$ cat src/source/ctn_settings.svh
////////////////////////////////////////////////////////////////////////////
// Window placement, bus data width and RAM geometry for the CTN RAM
////////////////////////////////////////////////////////////////////////////

`ifndef CTN_SETTINGS_SVH
`define CTN_SETTINGS_SVH

// Bus data width in bits
`define CTN_DATA_W 32

// RAM depth in words and the matching word-index width
`define CTN_RAM_WORDS 256
`define CTN_IDX_W 8

// Address window, base aligned to its own size
`define CTN_RAM_BASE 32'h0001_0000
`define CTN_RAM_BYTES 1024

`endif
$ cat src/source/ctn_pkg.sv
////////////////////////////////////////////////////////////////////////////
// Address word union, AXI response codes and the window check
////////////////////////////////////////////////////////////////////////////

`include "ctn_settings.svh"

package ctn_pkg;

  // Bits above the window offset select the window
  localparam int CTN_TAG_W = 32 - $clog2(`CTN_RAM_BYTES);

  typedef struct packed {
    logic [CTN_TAG_W-1:0]  win_tag;
    logic [`CTN_IDX_W-1:0] word_idx;
    logic [1:0]            byte_off;  // Ignored, accesses are word wide
  } ctn_addr_s;

  // One bus address, seen raw or split into fields
  typedef union packed {
    logic [31:0] raw;
    ctn_addr_s   f;
  } ctn_addr_u;

  typedef enum logic [1:0] {
    OKAY   = 2'b00,
    SLVERR = 2'b10
  } ctn_resp_e;

  function automatic logic ctn_in_window(ctn_addr_u addr);
    ctn_addr_u base;
    base.raw = `CTN_RAM_BASE;
    return addr.f.win_tag == base.f.win_tag;
  endfunction

endpackage

$ cat src/source/ctn_rd_port.sv
////////////////////////////////////////////////////////////////////////////
// AXI4-Lite read channel unit: window check, RAM request, R response
////////////////////////////////////////////////////////////////////////////

`timescale 1ns/1ps
`include "ctn_settings.svh"

module ctn_rd_port (
  input  logic                   clk_aon,
  input  logic                   rst_n_i,
  input  logic                   arvalid_i,
  input  logic [31:0]            araddr_i,
  input  logic                   rready_i,
  input  logic                   rd_gnt_i,
  input  logic [`CTN_DATA_W-1:0] rd_data_i,
  input  logic                   rd_data_vld_i,
  output logic                   arready_o,
  output logic                   rvalid_o,
  output logic [`CTN_DATA_W-1:0] rdata_o,
  output ctn_pkg::ctn_resp_e     rresp_o,
  output logic                   rd_req_o,
  output logic [`CTN_IDX_W-1:0]  rd_idx_o
);
  import ctn_pkg::*;

  localparam logic [1:0] ST_IDLE = 2'd0;
  localparam logic [1:0] ST_REQ  = 2'd1;
  localparam logic [1:0] ST_DATA = 2'd2;  // Granted, word due next cycle
  localparam logic [1:0] ST_RESP = 2'd3;

  logic [1:0]            state_q;
  logic                  in_win;
  ctn_addr_u             ar_addr;
  logic [`CTN_IDX_W-1:0] idx_q;

  assign ar_addr.raw = araddr_i;
  assign in_win      = ctn_in_window(ar_addr);

  assign arready_o = (state_q == ST_IDLE) && arvalid_i;
  assign rd_req_o  = (state_q == ST_REQ);
  assign rd_idx_o  = idx_q;
  assign rvalid_o  = (state_q == ST_RESP);

  always_ff @(posedge clk_aon or negedge rst_n_i) begin
    if (!rst_n_i) begin
      state_q <= ST_IDLE;
    end else begin
      case (state_q)
        ST_IDLE: if (arready_o) state_q <= in_win ? ST_REQ : ST_RESP;
        ST_REQ:  if (rd_gnt_i) state_q <= ST_DATA;
        ST_DATA: if (rd_data_vld_i) state_q <= ST_RESP;
        default: if (rready_i) state_q <= ST_IDLE;  // ST_RESP
      endcase
    end
  end

  // Response payload, held while the host stalls
  always_ff @(posedge clk_aon) begin
    if (arready_o) begin
      idx_q   <= ar_addr.f.word_idx;
      rdata_o <= '0;                       // Stays zero for SLVERR
      rresp_o <= in_win ? OKAY : SLVERR;
    end else if ((state_q == ST_DATA) && rd_data_vld_i) begin
      rdata_o <= rd_data_i;
    end
  end

endmodule

$ cat config.mk
export PLATFORM = sky130hd
export DESIGN_NAME = ctn_rd_port
export DESIGN_NICKNAME = d
export VERILOG_FILES = /design/src/source/ctn_pkg.sv /design/src/source/ctn_rd_port.sv
export VERILOG_INCLUDE_DIRS = /design/src /design/src/source
export SDC_FILE = /design/constraint.sdc
export NUM_CORES = 1
export LEC_CHECK = 0
export BUFFER_PORTS_ARGS = -buffer_cell sky130_fd_sc_hd__buf_4
export CORE_UTILIZATION = 43
export CTS_CLUSTER_DIAMETER = 120
export DETAILED_ROUTE_END_ITERATION = 12
export PLACE_DENSITY = 0.84
export SETUP_SLACK_MARGIN = 0.4
export SYNTH_ARGS = -nofsm -noshare
export SYNTH_HDL_FRONTEND = slang
export SYNTH_SLANG_ARGS = --single-unit
$ cat constraint.sdc
create_clock -name clk_aon -period 4.95 [get_ports clk_aon]
set_clock_uncertainty 0.1 [all_clocks]
set_input_delay 0.495 -clock clk_aon [delete_from_list [all_inputs] [get_ports clk_aon]]
set_output_delay 0.495 -clock clk_aon [all_outputs]
set_load 0.005 [all_outputs]
==> results of run 1 <==
[synth_stat cells (all sizes together) (2+ instances only)]
cell     n
ha       5
clkbuf  11
edfxtp   9
dfxtp   32
nor3     2
nor4     4
dfrtp    2
and2     2
nand2   66
inv      4
a21oi   34
[flip-flops by register name, indices dropped and copies added, names as in the netlist]
signal / count
state_q: 2
rresp_o: 1
rd_idx_o: 8
rdata_o: 32
[cells in the final DEF (no fill, tap or decap), drive strengths merged]
cell type / n
buf: 112
dlygate4sd3: 1
dfrtp: 2
edfxtp: 9
nor3: 2
nand4: 1
or4: 1
ha: 5
inv: 5
and2: 2
a21oi: 34
nand2: 66
or4b: 1
o221ai: 1
nor4: 4
o21ai: 1
conb: 1
clkinv: 1
o31ai: 1
dfxtp: 32
clkbuf: 6
[worst max path at each step]
stage                      to  slack (ns)       start
detailed placement  arready_o        2.41  state_q[0]
CTS                 arready_o        2.10  state_q[0]
floorplan           arready_o        2.81  state_q[0]
global placement    arready_o        2.42  state_q[0]
global route        arready_o        1.94  state_q[0]
finish              arready_o        2.11  state_q[0]
[per-layer routing]
metal	track usage (%)	wire, um	share of wire [%]	vias up
li1	-	-	-	802
met1	22.7	1670	42	723
met2	38.6	2040	51	62
met3	5.98	296	7.4	2
met4	5.11	15	0.37	0
met5	0	0	0	-
[power by group through the flow]
stage	Sequential [W]	Clock [W]	Combinational, W
detailed placement	0.000519	0	0.000444
finish	0.000509	0.000208	0.000438
global placement	0.000513	0	0.000432
global route	0.000521	0.000233	0.000492
CTS	0.000511	0.000216	0.000446
floorplan	0.000523	0	0.000209
[cell type report]
| class | count | area share, % |
|---|---|---|
| clock inverter | 2 | 0.441 |
| sequential | 43 | 37.6 |
| timing repair buffer | 113 | 33.3 |
| clock buffer | 6 | 2.84 |
| tap | 46 | 2.25 |
| inverter | 4 | 0.588 |
| multi-input combinational | 120 | 22.9 |
[metrics by stage]
step / power [W] / area (um^2)
after floorplan: 0.000732 / 1610
after detailed placement: 0.000962 / 2460
after CTS: 0.00117 / 2550
after global routing: 0.00125 / 2550
final: 0.00116 / 2550
after global placement: 0.000946 / 2460
[logic make-up (layout without fill, tap and decap cells)]
| logic type | count (synthesis) | in the layout | share of synthesized area [%] |
|---|---|---|---|
| AND/OR/NAND/NOR | 77 | 77 | 20.1 |
| other | 1 | 1 | 0.233 |
| adder cells (fa/ha/maj) | 5 | 5 | 3.89 |
| AO/OA/AOI/OAI | 37 | 37 | 12.1 |
| flip-flops | 43 | 43 | 59.7 |
| buffers and inverters | 16 | 125 | 3.97 |
[worst max-delay path, delay by kind of cell (launching register included)]
| kind | cells | cell delay [ns] |
|---|---|---|
| flops | 1 | 0.42 |
| simple gates | 1 | 0.90 |
| fa+ha+maj | 1 | 0.25 |
| buf+inv | 2 | 0.36 |
[repair_timing]
item | in CTS | in global routing
hold endpoints to repair | 2 | 0
hold buffers | 1 | 0
buffers inserted | 0 | 0
==> impl_metrics.yaml, run 1 <==
sta:
  hold_viol: 0
  finalCriticalPeriod_ns: 2.84
  relSlewSlack_pct: 24.5
  rsz0062_at_grt: "false"
  fin_ws_ns: 2.11
  max_clock_freq_mhz: 352
  tightest_slew_ns: 1.13
  finalSetupTns_ns: 0
  finalCritPeriodShare_pct: 57.3
  setup_viol: 0
  holdWs_ns: 0.290
  drv_slew: 0
power:
  power.share.combinational_pct: 37.9
  p_int_w: 0.000791
  pwr-share-clk_pct: 18.0
  p_leak_nw: 1.19
  p_sw_share_pct: 31.6
  p_switching_w: 0.000365
  cellPowerDensity_nw_per_um2: 453
  p_seq_share_pct: 44.1
  ir_worst_vdd_uv: 265
worst_setup_path:
  reg2reg_depth: 4
  worstSetupPathType: "register to output pin"
  arrival_ns: 2.24
  rr_startpoint: "state_q[0]"
  crit_path_cell_trace: "inv_1, ha_1, and2_1, buf_4"
  reg2reg_to: "rd_idx_o[3]"
  cp_slowest_cell: "and2_1"
  cp_max_fo: 31
  worstSetupEndpointType: "output pin"
  rrSetupSlack_ns: 2.50
  required_ns: 4.36
  crit_path_max_incr_delay_ns: 0.90
  startpoint_type: "register"
detailed_routing:
  firstDrtPassIters: 4
  vias_per_cell: 4.76
  drt-total-wl_mm: 4.03
  wl_per_cell_um: 12.1
  drc: 0
  postRouteAntennaNets: 0
  first_iter_violations: 109
  vias: 1589
final_layout:
  final_cells: 334
  fin_nets: 362
  syn2layout_area_growth_pct: 58.6
  layout-drive-gt1-share_pct: 42.0
  multi_input_area_um2: 584
  fill_cells: 302
  regArea_um2: 961
  diodes: 0
  post-route-util_pct: 73.6
grt:
  grt_max_degree: 34
  antenna_found_initial: 0
  grt_pass1_wl_mm: 6.50
  grt_pass1_vias: 1521
  grt_overflow_total: 0
  grt_util_all_layers_pct: 20.7
cts:
  h-tree-depth: 2
  ctsRootBufferMaster: "clkbuf_8"
  clock_path_buffers: 2
  ctsResizeCount: 0
  cts_buffers: 5
  cts_sinks: 43
  cts_tree: "done"
  clk_pin_slew_ns: 0.08
  clock_latency_ns: 0.28
floorplan:
  io_pins: 115
  row_count: 21
  die_area_um2: 3990
  initial_utilization_pct: 46.4
  core_region_area_um2: 3470
  die_h_um: 63.2
  die_w_um: 63.2
yosys:
  synth_seq_area_share_pct: 59.7
  yosys.area.top_type_share_pct: 39.8
  ys_ff_latch: 43
  yosys_warnings: 0
  syn_avg_cell_area_um2: 8.99
  yosys.area.top_type: "dfxtp_1"
  synth_edf_count: 9
  synth.net_count: 254
  syn_inst: 179
  syn-cell-area_um2: 1610
  synth-main-ff-cell: "dfxtp_1"
  synthDistinctLibCells: 20
  synth_async_sr_flop_share_pct: 4.65
  synthTopCellsByArea: "dfxtp_1 40%, edfxtp_1 17%, nand2_1 15%, a21oi_1 10%, ha_1 3.9%"
place:
  place_inst: 325
  dp_hpwl_mm: 3.06
  io_buffers: 111
  post-place-ws_ns: 2.41
  place_congestion: 0.683
run:
  drv_cap: 0
min_path:
  min_to: "rd_idx_o[4]"
  whs_path_depth: 1
  hold_class: "primary input to register"
  min_from: "araddr_i[6]"
run_status:
  status: "finished, final reports clean"
No activity file was read; power rests on OpenSTA's default activity.
==> inputs of run 2 (changes only) <==
CORE_UTILIZATION = 40   (was 43)
PLACE_DENSITY = 0.79   (was 0.84)
clock period = 2.7 ns   (was 4.95 ns; I/O delays follow)
==> impl_metrics.yaml, run 2 (synthesis results as in run 1) <==
final_layout:
  fin_nets: 364
  layout-drive-gt1-share_pct: 42.8
  final_cell_mix: "114 x buf_4, 66 x nand2_1, 33 x a21oi_1"
  largest_reg_flops: 32
  final_common_cell: "buf_4"
  top_register: "rdata_o"
  syn2layout_area_growth_pct: 60.9
  diodes: 0
  post-route-util_pct: 68.6
run_status:
  status: "finished, final reports clean"
worst_setup_path:
  cp_top_family: "flip-flops"
  worstSetupPathType: "register to output pin"
  crit_path_max_incr_delay_ns: 0.42
  crit_path_cell_trace: "inv_1, ha_1, and2_4, buf_4"
  cp_slowest_cell: "dfrtp_1"
  rrSetupSlack_ns: 0.95
  rr_startpoint: "state_q[0]"
  cp_max_fo: 27
  arrival_ns: 1.65
  crit_buf_inv: 2
  reg2reg_to: "rdata_o[29]"
  startpoint_type: "register"
  reg2reg_depth: 5
  worstSetupEndpointType: "output pin"
  required_ns: 2.33
floorplan:
  io_pins: 115
  initial_utilization_pct: 42.7
  core_region_area_um2: 3770
  die_area_um2: 4280
  die_h_um: 65.4
  row_count: 22
  die_w_um: 65.4
grt:
  grt_pass1_wl_mm: 6.30
  grt_max_degree: 28
  grt_util_all_layers_pct: 19.2
  antenna_found_initial: 0
  grt_pass1_vias: 1490
  grt_overflow_total: 0
detailed_routing:
  wl_per_cell_um: 11.4
  drt-total-wl_mm: 3.86
  postRouteAntennaNets: 0
  vias: 1594
  vias_per_cell: 4.72
  first_iter_violations: 97
  firstDrtPassIters: 4
  drc: 0
min_path:
  min_from: "araddr_i[3]"
  min_to: "rd_idx_o[1]"
  hold_class: "primary input to register"
  whs_path_depth: 1
sta:
  max_clock_freq_mhz: 495
  finalCriticalPeriod_ns: 2.02
  hold_viol: 0
  drv_slew: 0
  rsz0062_at_grt: "false"
  finalSetupTns_ns: 0
  setup_viol: 0
  finalCritPeriodShare_pct: 74.7
place:
  dp_hpwl_mm: 2.90
  io_buffers: 111
  place_congestion: 0.839
cts:
  clock_path_buffers: 2
  cts_buffers: 5
  cts_sinks: 43
  h-tree-depth: 2
  clock_latency_ns: 0.29
  clk_pin_slew_ns: 0.08
  cts_tree: "done"
  ctsRootBufferMaster: "clkbuf_8"
power:
  ir_worst_vdd_uv: 467
  p_leak_nw: 1.20
  cellPowerDensity_nw_per_um2: 843
run:
  drv_cap: 0
-- run 2: layer usage --
| metal | GRT usage (%) | wire length [um] | vias to the layer above |
|---|---|---|---|
| met2 | 33.4 | 1800 | 65 |
| met3 | 5.56 | 366 | 5 |
| met5 | 0 | 0 | - |
| li1 | - | - | 808 |
| met4 | 8.15 | 48 | 0 |
| met1 | 21.9 | 1650 | 716 |
-- run 2: through the flow --
stage	hold WS [ns]	setup slack, ns	total power, W	cells	area (um^2)
2_1_floorplan	-0.126	0.672	0.00134	179	1610
3_3_place_gp	-0.0406	0.799	0.00174	329	2480
3_5_place_dp	-0.0398	0.765	0.00177	329	2480
4_1_cts	0.0399	0.469	0.00221	338	2590
5_1_grt	0.0386	0.571	0.00235	338	2590
6_report	0.0541	0.682	0.00218	338	2590
-- run 2: area by class of cell --
class / instances / area (um^2)
fillers: 318 / 1180
flip-flops and latches: 43 / 961
repair buffers: 115 / 866
multi-input cells: 120 / 587
clock buffers: 8 / 100
well taps: 48 / 60.1
inverters: 4 / 15.0
-- run 2: worst max path at each step --
stage          startpoint     endpoint  slack (ns)  cells past startpoint
6_report       state_q[0]    arready_o        0.68                      4
5_1_grt        state_q[0]    arready_o        0.57                      4
4_1_cts        state_q[0]    arready_o        0.47                      4
3_5_place_dp   state_q[0]  rdata_o[29]        0.77                      5
3_3_place_gp   state_q[0]  rdata_o[25]        0.80                      5
2_1_floorplan  state_q[0]  rd_idx_o[0]        0.67                      5
-- run 2: what timing repair did --
action	in CTS	in global routing
endpoints found under the hold margin	2	0
hold buffers	1	0
setup buffers	0	0
setup endpoints to repair	0	1
gates resized for setup	0	1
-- run 2: power by group --
group	internal [W]	total (W)	switching, W
logic	0.000432	0.000812	0.000379
registers	0.000845	0.000933	0.0000882
clock network	0.000233	0.000438	0.000204
