==> src/source/ctn_settings.svh <==
////////////////////////////////////////////////////////////////////////////
// Window placement, bus data width and RAM geometry for the CTN RAM
////////////////////////////////////////////////////////////////////////////

`ifndef CTN_SETTINGS_SVH
`define CTN_SETTINGS_SVH

// Bus data width in bits
`define CTN_DATA_W 32

// RAM depth in words and the matching word-index width
`define CTN_RAM_WORDS 256
`define CTN_IDX_W 8

// Address window, base aligned to its own size
`define CTN_RAM_BASE 32'h0001_0000
`define CTN_RAM_BYTES 1024

`endif
==> src/source/ctn_pkg.sv <==
////////////////////////////////////////////////////////////////////////////
// Address word union, AXI response codes and the window check
////////////////////////////////////////////////////////////////////////////

`include "ctn_settings.svh"

package ctn_pkg;

  // Bits above the window offset select the window
  localparam int CTN_TAG_W = 32 - $clog2(`CTN_RAM_BYTES);

  typedef struct packed {
    logic [CTN_TAG_W-1:0]  win_tag;
    logic [`CTN_IDX_W-1:0] word_idx;
    logic [1:0]            byte_off;  // Ignored, accesses are word wide
  } ctn_addr_s;

  // One bus address, seen raw or split into fields
  typedef union packed {
    logic [31:0] raw;
    ctn_addr_s   f;
  } ctn_addr_u;

  typedef enum logic [1:0] {
    OKAY   = 2'b00,
    SLVERR = 2'b10
  } ctn_resp_e;

  function automatic logic ctn_in_window(ctn_addr_u addr);
    ctn_addr_u base;
    base.raw = `CTN_RAM_BASE;
    return addr.f.win_tag == base.f.win_tag;
  endfunction

endpackage

==> src/source/ctn_wr_port.sv <==
////////////////////////////////////////////////////////////////////////////
// AXI4-Lite write channel unit: AW/W join, window check, B response
////////////////////////////////////////////////////////////////////////////

`timescale 1ns/1ps
`include "ctn_settings.svh"

module ctn_wr_port (
  input  logic                     clk_aon,
  input  logic                     rst_n_i,
  input  logic                     awvalid_i,
  input  logic [31:0]              awaddr_i,
  input  logic                     wvalid_i,
  input  logic [`CTN_DATA_W-1:0]   wdata_i,
  input  logic [`CTN_DATA_W/8-1:0] wstrb_i,
  input  logic                     bready_i,
  input  logic                     wr_gnt_i,
  output logic                     awready_o,
  output logic                     wready_o,
  output logic                     bvalid_o,
  output ctn_pkg::ctn_resp_e       bresp_o,
  output logic                     wr_req_o,
  output logic [`CTN_IDX_W-1:0]    wr_idx_o,
  output logic [`CTN_DATA_W-1:0]   wr_data_o,
  output logic [`CTN_DATA_W/8-1:0] wr_strb_o
);
  import ctn_pkg::*;

  localparam logic [1:0] ST_IDLE = 2'd0;
  localparam logic [1:0] ST_WAIT = 2'd1;  // Granted next cycle at the latest
  localparam logic [1:0] ST_RESP = 2'd2;

  logic [1:0]               state_q;
  logic                     accept;
  logic                     in_win;
  ctn_addr_u                aw_addr;
  logic [`CTN_IDX_W-1:0]    idx_q;
  logic [`CTN_DATA_W-1:0]   data_q;
  logic [`CTN_DATA_W/8-1:0] strb_q;
  ctn_resp_e                bresp_q;

  assign aw_addr.raw = awaddr_i;
  assign in_win      = ctn_in_window(aw_addr);

  // AW and W are taken together, never one without the other
  assign accept    = (state_q == ST_IDLE) && awvalid_i && wvalid_i;
  assign awready_o = accept;
  assign wready_o  = accept;

  // Acceptance cycle drives the bus fields, the hold registers cover a lost arbitration
  assign wr_req_o  = (accept && in_win) || (state_q == ST_WAIT);
  assign wr_idx_o  = (state_q == ST_WAIT) ? idx_q  : aw_addr.f.word_idx;
  assign wr_data_o = (state_q == ST_WAIT) ? data_q : wdata_i;
  assign wr_strb_o = (state_q == ST_WAIT) ? strb_q : wstrb_i;

  assign bvalid_o = (state_q == ST_RESP);
  assign bresp_o  = bresp_q;

  always_ff @(posedge clk_aon or negedge rst_n_i) begin
    if (!rst_n_i) begin
      state_q <= ST_IDLE;
    end else begin
      case (state_q)
        ST_IDLE: begin
          if (accept) begin
            // Out-of-window writes skip the RAM entirely
            state_q <= (!in_win || wr_gnt_i) ? ST_RESP : ST_WAIT;
          end
        end
        ST_WAIT: if (wr_gnt_i) state_q <= ST_RESP;
        ST_RESP: if (bready_i) state_q <= ST_IDLE;
        default: state_q <= ST_IDLE;
      endcase
    end
  end

  always_ff @(posedge clk_aon) begin
    if (accept) begin
      idx_q   <= aw_addr.f.word_idx;
      data_q  <= wdata_i;
      strb_q  <= wstrb_i;
      bresp_q <= in_win ? OKAY : SLVERR;
    end
  end

endmodule

==> config.mk <==
export PLATFORM = sky130hd
export DESIGN_NAME = ctn_wr_port
export DESIGN_NICKNAME = d
export VERILOG_FILES = /design/src/source/ctn_pkg.sv /design/src/source/ctn_wr_port.sv
export VERILOG_INCLUDE_DIRS = /design/src /design/src/source
export SDC_FILE = /design/constraint.sdc
export NUM_CORES = 1
export LEC_CHECK = 0
export ABC_CLOCK_PERIOD_IN_PS = 2700
export BUFFER_PORTS_ARGS = -buffer_cell sky130_fd_sc_hd__buf_2
export CORE_MARGIN = 2
export CORE_UTILIZATION = 39
export DETAILED_ROUTE_END_ITERATION = 7
export HOLD_SLACK_MARGIN = 0.08
export PLACE_DENSITY = 0.83
export SKIP_LAST_GASP = 1
export SLEW_MARGIN = 20
export SYNTH_ARGS = -nofsm -noshare
export SYNTH_HDL_FRONTEND = slang
export SYNTH_SLANG_ARGS = --single-unit
==> constraint.sdc <==
create_clock -name clk_aon -period 2.7 [get_ports clk_aon]
set_input_delay 0.675 -clock clk_aon [delete_from_list [all_inputs] [get_ports clk_aon]]
set_output_delay 0.675 -clock clk_aon [all_outputs]
set_load 0.01 [all_outputs]
==> results.yml, run 1 <==
status:
  status: "finished clean"
grt:
  grtUsageMet1_pct: 18.7
  overflow: 0
  grt_pass1_wl_microns: 8000
  grtUsageMet2_pct: 30.7
  grt_max_degree: 47
  grt_pass1_vias: 1808
  grt_use_total_pct: 17.0
  grt_use_met3_pct: 5.00
  grt.busiest_layer: "met2"
  antenna_found_initial: 0
floorplanning:
  die_width_microns: 77.8
  core_area_sq_um: 5170
  row_count: 26
  ios: 124
  die_area_sq_um: 6050
  initial_core_util_pct: 41.0
  chipHeight_microns: 77.8
yosys:
  ys_ff_latch: 47
  syn_nets: 288
  yosys.area_share.xor_xnor_pct: 0
  synth_mux_area_share_pct: 0
  synth_compound_area_share_pct: 1.00
  yosysTopAreaCell: "edfxtp_1"
  synth.area.top_cells: "edfxtp_1 (64%), nand2_1 (24%), dfrtp_1 (2.4%)"
  yosysSeqAreaShare_pct: 66.0
  synth-simple-area-share_pct: 29.8
  yosysMostFrequentCell: "nand2_1"
  synth_common_cells: "nand2_1 (135), edfxtp_1 (45), buf_2 (5)"
  synth-main-ff-cell: "edfxtp_1"
  synth_edf_count: 45
  synth_adder_area_share_pct: 0
  syn_area_per_cell_sq_um: 9.92
  synth_top_family_by_area: "simple AND/OR/NAND/NOR gates"
  synth_cell_types: 21
  yosysWarnings: 0
  synth_async_sr_flop_share_pct: 4.26
  syn_area_sq_um: 2120
  synth_cells: 214
  synth_top_area_share_pct: 63.7
timing:
  fmax_mhz: 394
  period_needed_ns: 2.54
  setup_viol: 0
  relSlewSlack_pct: 66.6
  fin_tns_setup_ns: 0
  finalHoldViolations: 0
  rsz0062_at_grt: "no"
  drv_slew: 0
  timing.final.crit_share_pct: 94.1
  worst_pin_slew_ns: 0.500
  fin_skew_ns: 0.00432
  hold_slack_ns: 0.151
critical_path:
  critPathArrivalTime_ns: 1.86
  criticalPathCategory: "primary input to output pin"
  cp-end-kind: "output pin"
  cp_max_fo: 2
  startpoint_type: "primary input"
  cp.required_ns: 2.03
clocking:
  clkLatencyLatePin_ns: 0.29
  cts.path.max_buffers: 2
  postCtsSetupBuffers: 0
  clk_pin_slew_worst_paths_ns: 0.08
  hold_buffers: 0
  htree_levels: 2
  cts_inserted_buffers: 5
  cts_resized: 0
  cts.sinks: 47
  cts_root_buf: "clkbuf_8"
  cts_tree: "yes"
route:
  dr.pass1.iters: 4
  vias_per_cell: 4.54
  wl_per_cell_microns: 12.2
  dr.first_iter.drc_count: 82
  routed_wl_microns: 4920
  post-route-drc-count: 0
  ant_nets: 0
  vias: 1836
power:
  ir_drop_mv: 0.271
  static-leakage-power_nw: 1.43
  powerDensity_nw_per_um2: 560
finish:
  fin_nets: 407
  utilization_pct: 56.7
  layout-drive-gt1-share_pct: 42.2
  area_growth_pct: 38.2
  fill_cells: 472
  final_cells: 404
  antenna_cells: 0
placement:
  port_buffers: 120
  dp_hpwl_microns: 3580
  placed_cells: 396
  gp_congestion: 0.761
flow_run:
  cap_viol_max_count: 0
hold_path:
  hp-class: "primary input to async pin"
## sequential cells by signal, summed over array words and instances, names as in the netlist
signal	cells
data_q	32
idx_q	8
strb_q	4
state_q	2
bresp_o	1
## area by class of cell
type | count | area [sq um] | share of cell area (%)
flip-flops and latches | 47 | 1400 | 47.8
clock inverters | 2 | 60.1 | 2.05
multi-input cells | 154 | 673 | 23.0
well taps | 70 | 87.6 | 2.99
clock buffers | 6 | 72.6 | 2.47
repair buffers | 124 | 631 | 21.5
inverters | 1 | 7.51 | 0.256
## placed cells by master, fill, tap and decap left out, types with 2 or more instances in the layout
cell and count:
dfrtp_1 2, buf_4 4, edfxtp_1 45, bufinv_16 2, nor4_2 4, nand2_1 135, clkbuf_8 5, buf_2 120
nand2b_1 2
## worst max-delay path, cell delays in order
cell	delay [ns]
buf_2	0.10
nor4_2	0.34
nand4_1	0.15
or3_4	0.40
nand2_1	0.07
buf_2	0.14
## kinds of logic (layout without fill, tap and decap cells)
group                  count (synthesis)  after routing
AND/OR/NAND/NOR                      150            150
flip-flops                            47             47
other                                  1              1
AO/OA/AOI/OAI                          3              3
buffers and inverters                 13            133
## stage by stage
| step | instance area, sq um | total power, mW | worst slack, ns |
|---|---|---|---|
| after CTS | 2930 | 1.66 | 0.125 |
| final | 2930 | 1.64 | 0.160 |
| after floorplan | 2130 | 0.949 | 0.0515 |
| after detailed placement | 2800 | 1.06 | 0.129 |
| after global placement | 2800 | 1.05 | 0.152 |
| after global routing | 2930 | 1.71 | 0.0607 |
## metal layers
| layer | share of wire (%) | routed length (microns) |
|---|---|---|
| met4 | 0.83 | 41 |
| met1 | 40 | 1990 |
| met5 | 0 | 0 |
| met3 | 7.2 | 352 |
| met2 | 52 | 2540 |
## where the power goes
part	leakage [nW]	internal, mW	switching [mW]	total [mW]
Clock	0.0654	0.370	0.228	0.598
Combinational	0.922	0.0880	0.102	0.190
Sequential	0.441	0.843	0.0123	0.856
Total	1.43	1.30	0.342	1.64
## worst paths after layout
kind | from | endpoint | slack [ns] | cells past startpoint
worst max-delay path | awaddr_i[11] | wr_req_o | 0.16 | 6
worst min-delay path | rst_n_i | state_q[1] | 0.15 | 1
max in group asynchronous | rst_n_i | state_q[0] | 2.46 | 1
min in group clk_aon | wr_gnt_i | state_q[0] | 0.54 | 2
worst min register to register | state_q[0] | state_q[1] | 0.83 | 4
worst max register to register | state_q[1] | data_q[16] | 1.16 | 4
Note: power is estimated with default switching activity, not from simulation.
==> inputs of run 2 (changes only) <==
GPL_TIMING_DRIVEN = 0   (was not set)
==> results.yml, run 2 (synthesis results as in run 1) <==
floorplanning:
  initial_core_util_pct: 41.0
  die_width_microns: 77.8
  chipHeight_microns: 77.8
  core_area_sq_um: 5170
  ios: 124
  row_count: 26
  die_area_sq_um: 6050
finish:
  largest_reg_flops: 32
  utilization_pct: 57.0
  antenna_cells: 0
  fin_nets: 420
  fin_area_sq_um: 2950
  final_cells: 417
  regMostFlops: "data_q"
  final_common_cell: "nand2_1"
  most-common-layout-cells: "nand2_1 (135), buf_2 (125), edfxtp_1 (45)"
  reg_top3: "data_q: 32 flops, idx_q: 8 flops, strb_q: 4 flops"
  layout-drive-gt1-share_pct: 42.4
  area_growth_pct: 38.9
route:
  dr.first_iter.drc_count: 58
  ant_nets: 0
  vias_per_cell: 4.61
  dr.pass1.iters: 4
  vias: 1924
  routed_wl_microns: 5240
  post-route-drc-count: 0
  wl_per_cell_microns: 12.6
clocking:
  htree_levels: 2
  hold_buffers: 0
  cts.sinks: 47
  cts_tree: "yes"
  cts.path.max_buffers: 2
  cts_root_buf: "clkbuf_8"
  cts_inserted_buffers: 5
  clkLatencyLatePin_ns: 0.29
  clk_pin_slew_worst_paths_ns: 0.08
  cts_resized: 0
flow_run:
  cap_viol_max_count: 0
critical_path:
  cp_slowest_cell: "or3_4"
  reg2reg_depth: 3
  path_buf_inv: 2
  cp-end-kind: "output pin"
  crit_chain: "buf_2 -> nor4_2 -> nand4_1 -> or3_4 -> nand2_1 -> buf_2"
  crit_top_cell: "buf_2"
  crit_path_max_incr_delay_ns: 0.40
  criticalPathCategory: "primary input to output pin"
  cp.required_ns: 2.03
  crit_cells: 6
  cp_max_fo: 2
  critPathTopFamily: "simple AND/OR/NAND/NOR gates"
  startpoint_type: "primary input"
  critPathArrivalTime_ns: 1.87
placement:
  gp_congestion: 0.754
  preCtsSetupSlack_ns: -0.457
  dp_hpwl_microns: 3760
  placed_area_sq_um: 2810
  port_buffers: 120
  placed_cells: 404
timing:
  relSlewSlack_pct: 29.0
  period_needed_ns: 2.55
  timing.final.crit_share_pct: 94.3
  setup_viol: 0
  fmax_mhz: 393
  worst_pin_slew_ns: 1.06
  fin_skew_ns: 0.00636
  finalHoldViolations: 0
  drv_slew: 0
  layout_setup_ws_ns: 0.153
  rsz0062_at_grt: "no"
grt:
  grt_use_total_pct: 17.8
  grt_pass1_wl_microns: 8360
  grt_max_degree: 25
  antenna_found_initial: 0
  grt_pass1_vias: 1946
  overflow: 0
status:
  status: "finished clean"
hold_path:
  hp-class: "primary input to async pin"
power:
  static-leakage-power_nw: 1.45
  power_mw: 1.51
  ir_drop_mv: 0.221
  powerDensity_nw_per_um2: 511
[run 2: cell count changes in the layout (fill, tap and decap cells not counted), moves of 2 or more]
cell,previous run,this run
buf_1,0,2
clkbuf_8,5,7
clkinvlp_2,0,2
buf_2,120,125
bufinv_16,2,0
clkbuf_1,1,4
[run 2: metal layers]
layer  GRT usage [%]  wire length [microns]  vias up
met2            32.2                   2690       87
met5               0                      0        -
met1            19.4                   2080      866
met4            7.50                     94        0
met3            4.88                    381       10
li1                -                      -      961
[run 2: worst paths after layout]
path	startpoint	end	slack, ns
min	rst_n_i	state_q[1]	0.14
max reg2reg	state_q[1]	idx_q[6]	0.31
max	awaddr_i[11]	wr_req_o	0.15
min in group clk_aon	wr_gnt_i	state_q[0]	0.54
min reg2reg	state_q[0]	state_q[1]	0.75
max in group asynchronous	rst_n_i	state_q[0]	2.46
[run 2: layout make-up]
cell class | instances | area, sq um
fillers | 456 | 2230
flip-flops and latches | 47 | 1400
multi-input cells | 154 | 658
repair buffers | 123 | 623
clock buffers | 8 | 100
well taps | 70 | 87.6
plain buffers | 12 | 58.8
repair inverters | 2 | 10.0
inverters | 1 | 7.51
[run 2: metrics by stage]
step / hold slack, ns / setup TNS, ns
global route: 0.136 / 0
CTS: 0.137 / 0
global placement: 0.461 / -0.675
finish: 0.145 / 0
detailed placement: 0.462 / -0.780
floorplan: 0.379 / 0
[run 2: power breakdown]
group	leakage, nW	internal, mW	switching [mW]
sequential	0.441	0.844	0.0104
combinational	0.953	0.0905	0.106
clock	0.0515	0.234	0.220
total	1.45	1.17	0.337
[run 2: timing repair]
action	in CTS	in global routing
setup endpoints to repair	2	1
setup buffers	0	3
cloned	2	0
==> inputs of run 3 (changes only) <==
CORE_MARGIN = not set   (was 2)
==> results.yml, run 3 (synthesis results as in run 1) <==
timing:
  layout_setup_ws_ns: 0.149
  fmax_mhz: 392
  timing.final.crit_share_pct: 94.5
  drv_slew: 0
  fin_tns_setup_ns: 0
  hold_slack_ns: 0.158
  rsz0062_at_grt: "no"
  finalHoldViolations: 0
  fin_skew_ns: 0.00443
  period_needed_ns: 2.55
  relSlewSlack_pct: 64.2
  worst_pin_slew_ns: 0.533
  setup_viol: 0
grt:
  grt_use_total_pct: 17.8
  grt_max_degree: 25
  grt_pass1_wl_microns: 7380
  grt_pass1_vias: 1687
  overflow: 0
  antenna_found_initial: 0
route:
  routed_wl_microns: 5240
  dr.first_iter.drc_count: 67
  wl_per_cell_microns: 12.5
  vias: 1894
  post-route-drc-count: 0
  dr.pass1.iters: 4
  vias_per_cell: 4.52
  ant_nets: 0
clocking:
  htree_levels: 2
  cts.sinks: 47
  cts_tree: "yes"
  clkLatencyLatePin_ns: 0.29
  cts_inserted_buffers: 5
  clk_pin_slew_worst_paths_ns: 0.08
  cts_root_buf: "clkbuf_8"
  cts.path.max_buffers: 2
critical_path:
  crit_top_cell: "buf_2"
  critPathTopFamily: "simple AND/OR/NAND/NOR gates"
  path_buf_inv: 2
  crit_chain: "buf_2 -> nor4_2 -> nand4_1 -> or3_4 -> nand2_1 -> buf_2"
  critPathArrivalTime_ns: 1.88
  cp_slowest_cell: "or3_4"
  startpoint_type: "primary input"
  cp.required_ns: 2.03
  crit_path_max_incr_delay_ns: 0.40
  cp-end-kind: "output pin"
  criticalPathCategory: "primary input to output pin"
  cp_max_fo: 2
power:
  swShare_pct: 23.5
  power_frac_clock_pct: 27.3
  internal_power_mw: 1.11
  ir_drop_mv: 0.252
  powerDensity_nw_per_um2: 493
  p_comb_share_pct: 13.9
  seq_power_share_pct: 58.8
  static-leakage-power_nw: 1.45
  netSwitchingPower_mw: 0.342
finish:
  fin_nets: 423
  fin_area_sq_um: 2950
  antenna_cells: 0
  reg_top3: "data_q: 32 flops, idx_q: 8 flops, strb_q: 4 flops"
  regMostFlops: "data_q"
  layout-drive-gt1-share_pct: 42.7
  final_common_cell: "nand2_1"
  fill_cells: 499
  most-common-layout-cells: "nand2_1 (135), buf_2 (125), edfxtp_1 (45)"
  area_growth_pct: 39.0
  largest_reg_flops: 32
  utilization_pct: 57.0
floorplanning:
  row_count: 26
  die_area_sq_um: 5740
  initial_core_util_pct: 41.0
  die_width_microns: 75.8
  chipHeight_microns: 75.8
  core_area_sq_um: 5170
  ios: 124
placement:
  placed_area_sq_um: 2810
  gp_congestion: 0.754
  port_buffers: 120
  dp_hpwl_microns: 3770
  preCtsSetupSlack_ns: -0.469
hold_path:
  hp-class: "primary input to async pin"
status:
  status: "finished clean"
flow_run:
  cap_viol_max_count: 0
[run 3: worst paths after layout]
kind,from,to,slack [ns],depth (start not counted)
worst max-delay path,awaddr_i[11],wr_req_o,0.15,6
worst min-delay path,rst_n_i,state_q[0],0.16,1
worst max register to register,state_q[1],state_q[1],0.82,4
worst min register to register,state_q[0],state_q[1],0.78,4
max in group asynchronous,rst_n_i,state_q[1],2.44,1
min in group clk_aon,wr_gnt_i,state_q[0],0.55,2
[run 3: what timing repair did]
item	CTS	global route
gates resized for setup	0	0
hold buffers	0	0
endpoints found under the setup margin	2	1
setup buffers	0	6
cloned	2	0
hold endpoints to repair	0	0
[run 3: metrics by stage]
stage / instances / power, mW
finish: 419 / 1.45
global route: 419 / 1.52
CTS: 413 / 1.46
detailed placement: 404 / 1.06
global placement: 404 / 1.05
floorplan: 214 / 0.949
[run 3: power by group through the flow]
stage | logic, mW | clock network [mW] | registers [mW]
floorplan | 0.0802 | 0 | 0.869
global placement | 0.184 | 0 | 0.870
detailed placement | 0.191 | 0 | 0.872
CTS | 0.195 | 0.411 | 0.855
global route | 0.225 | 0.435 | 0.858
finish | 0.202 | 0.397 | 0.854
[run 3: layout make-up]
| cell class | count | area (sq um) | area share, % |
|---|---|---|---|
| Sequential cell | 47 | 1400 | 47.5 |
| Multi-Input combinational cell | 154 | 658 | 22.3 |
| Timing Repair Buffer | 126 | 646 | 21.9 |
| Tap cell | 70 | 87.6 | 2.97 |
| Clock buffer | 5 | 68.8 | 2.33 |
| Buffer | 12 | 58.8 | 1.99 |
| Timing Repair inverter | 2 | 12.5 | 0.424 |
| Clock inverter | 2 | 8.76 | 0.297 |
| Inverter | 1 | 7.51 | 0.255 |
[run 3: worst register-to-register path, cell delays in order (launching register included)]
cell and delay, ns:
dfrtp_1 0.38, and3b_1 0.20, nand2b_1 0.29, clkinvlp_4 0.57
a21o_1 0.33
[run 3: routing by layer]
layer | vias to the layer above | global-route usage (%) | wire, microns
met1 | 855 | 19.6 | 2060
li1 | 963 | - | -
met2 | 72 | 32.5 | 2830
met4 | 0 | 5.56 | 31
met3 | 4 | 5.82 | 312
met5 | - | 0 | 0
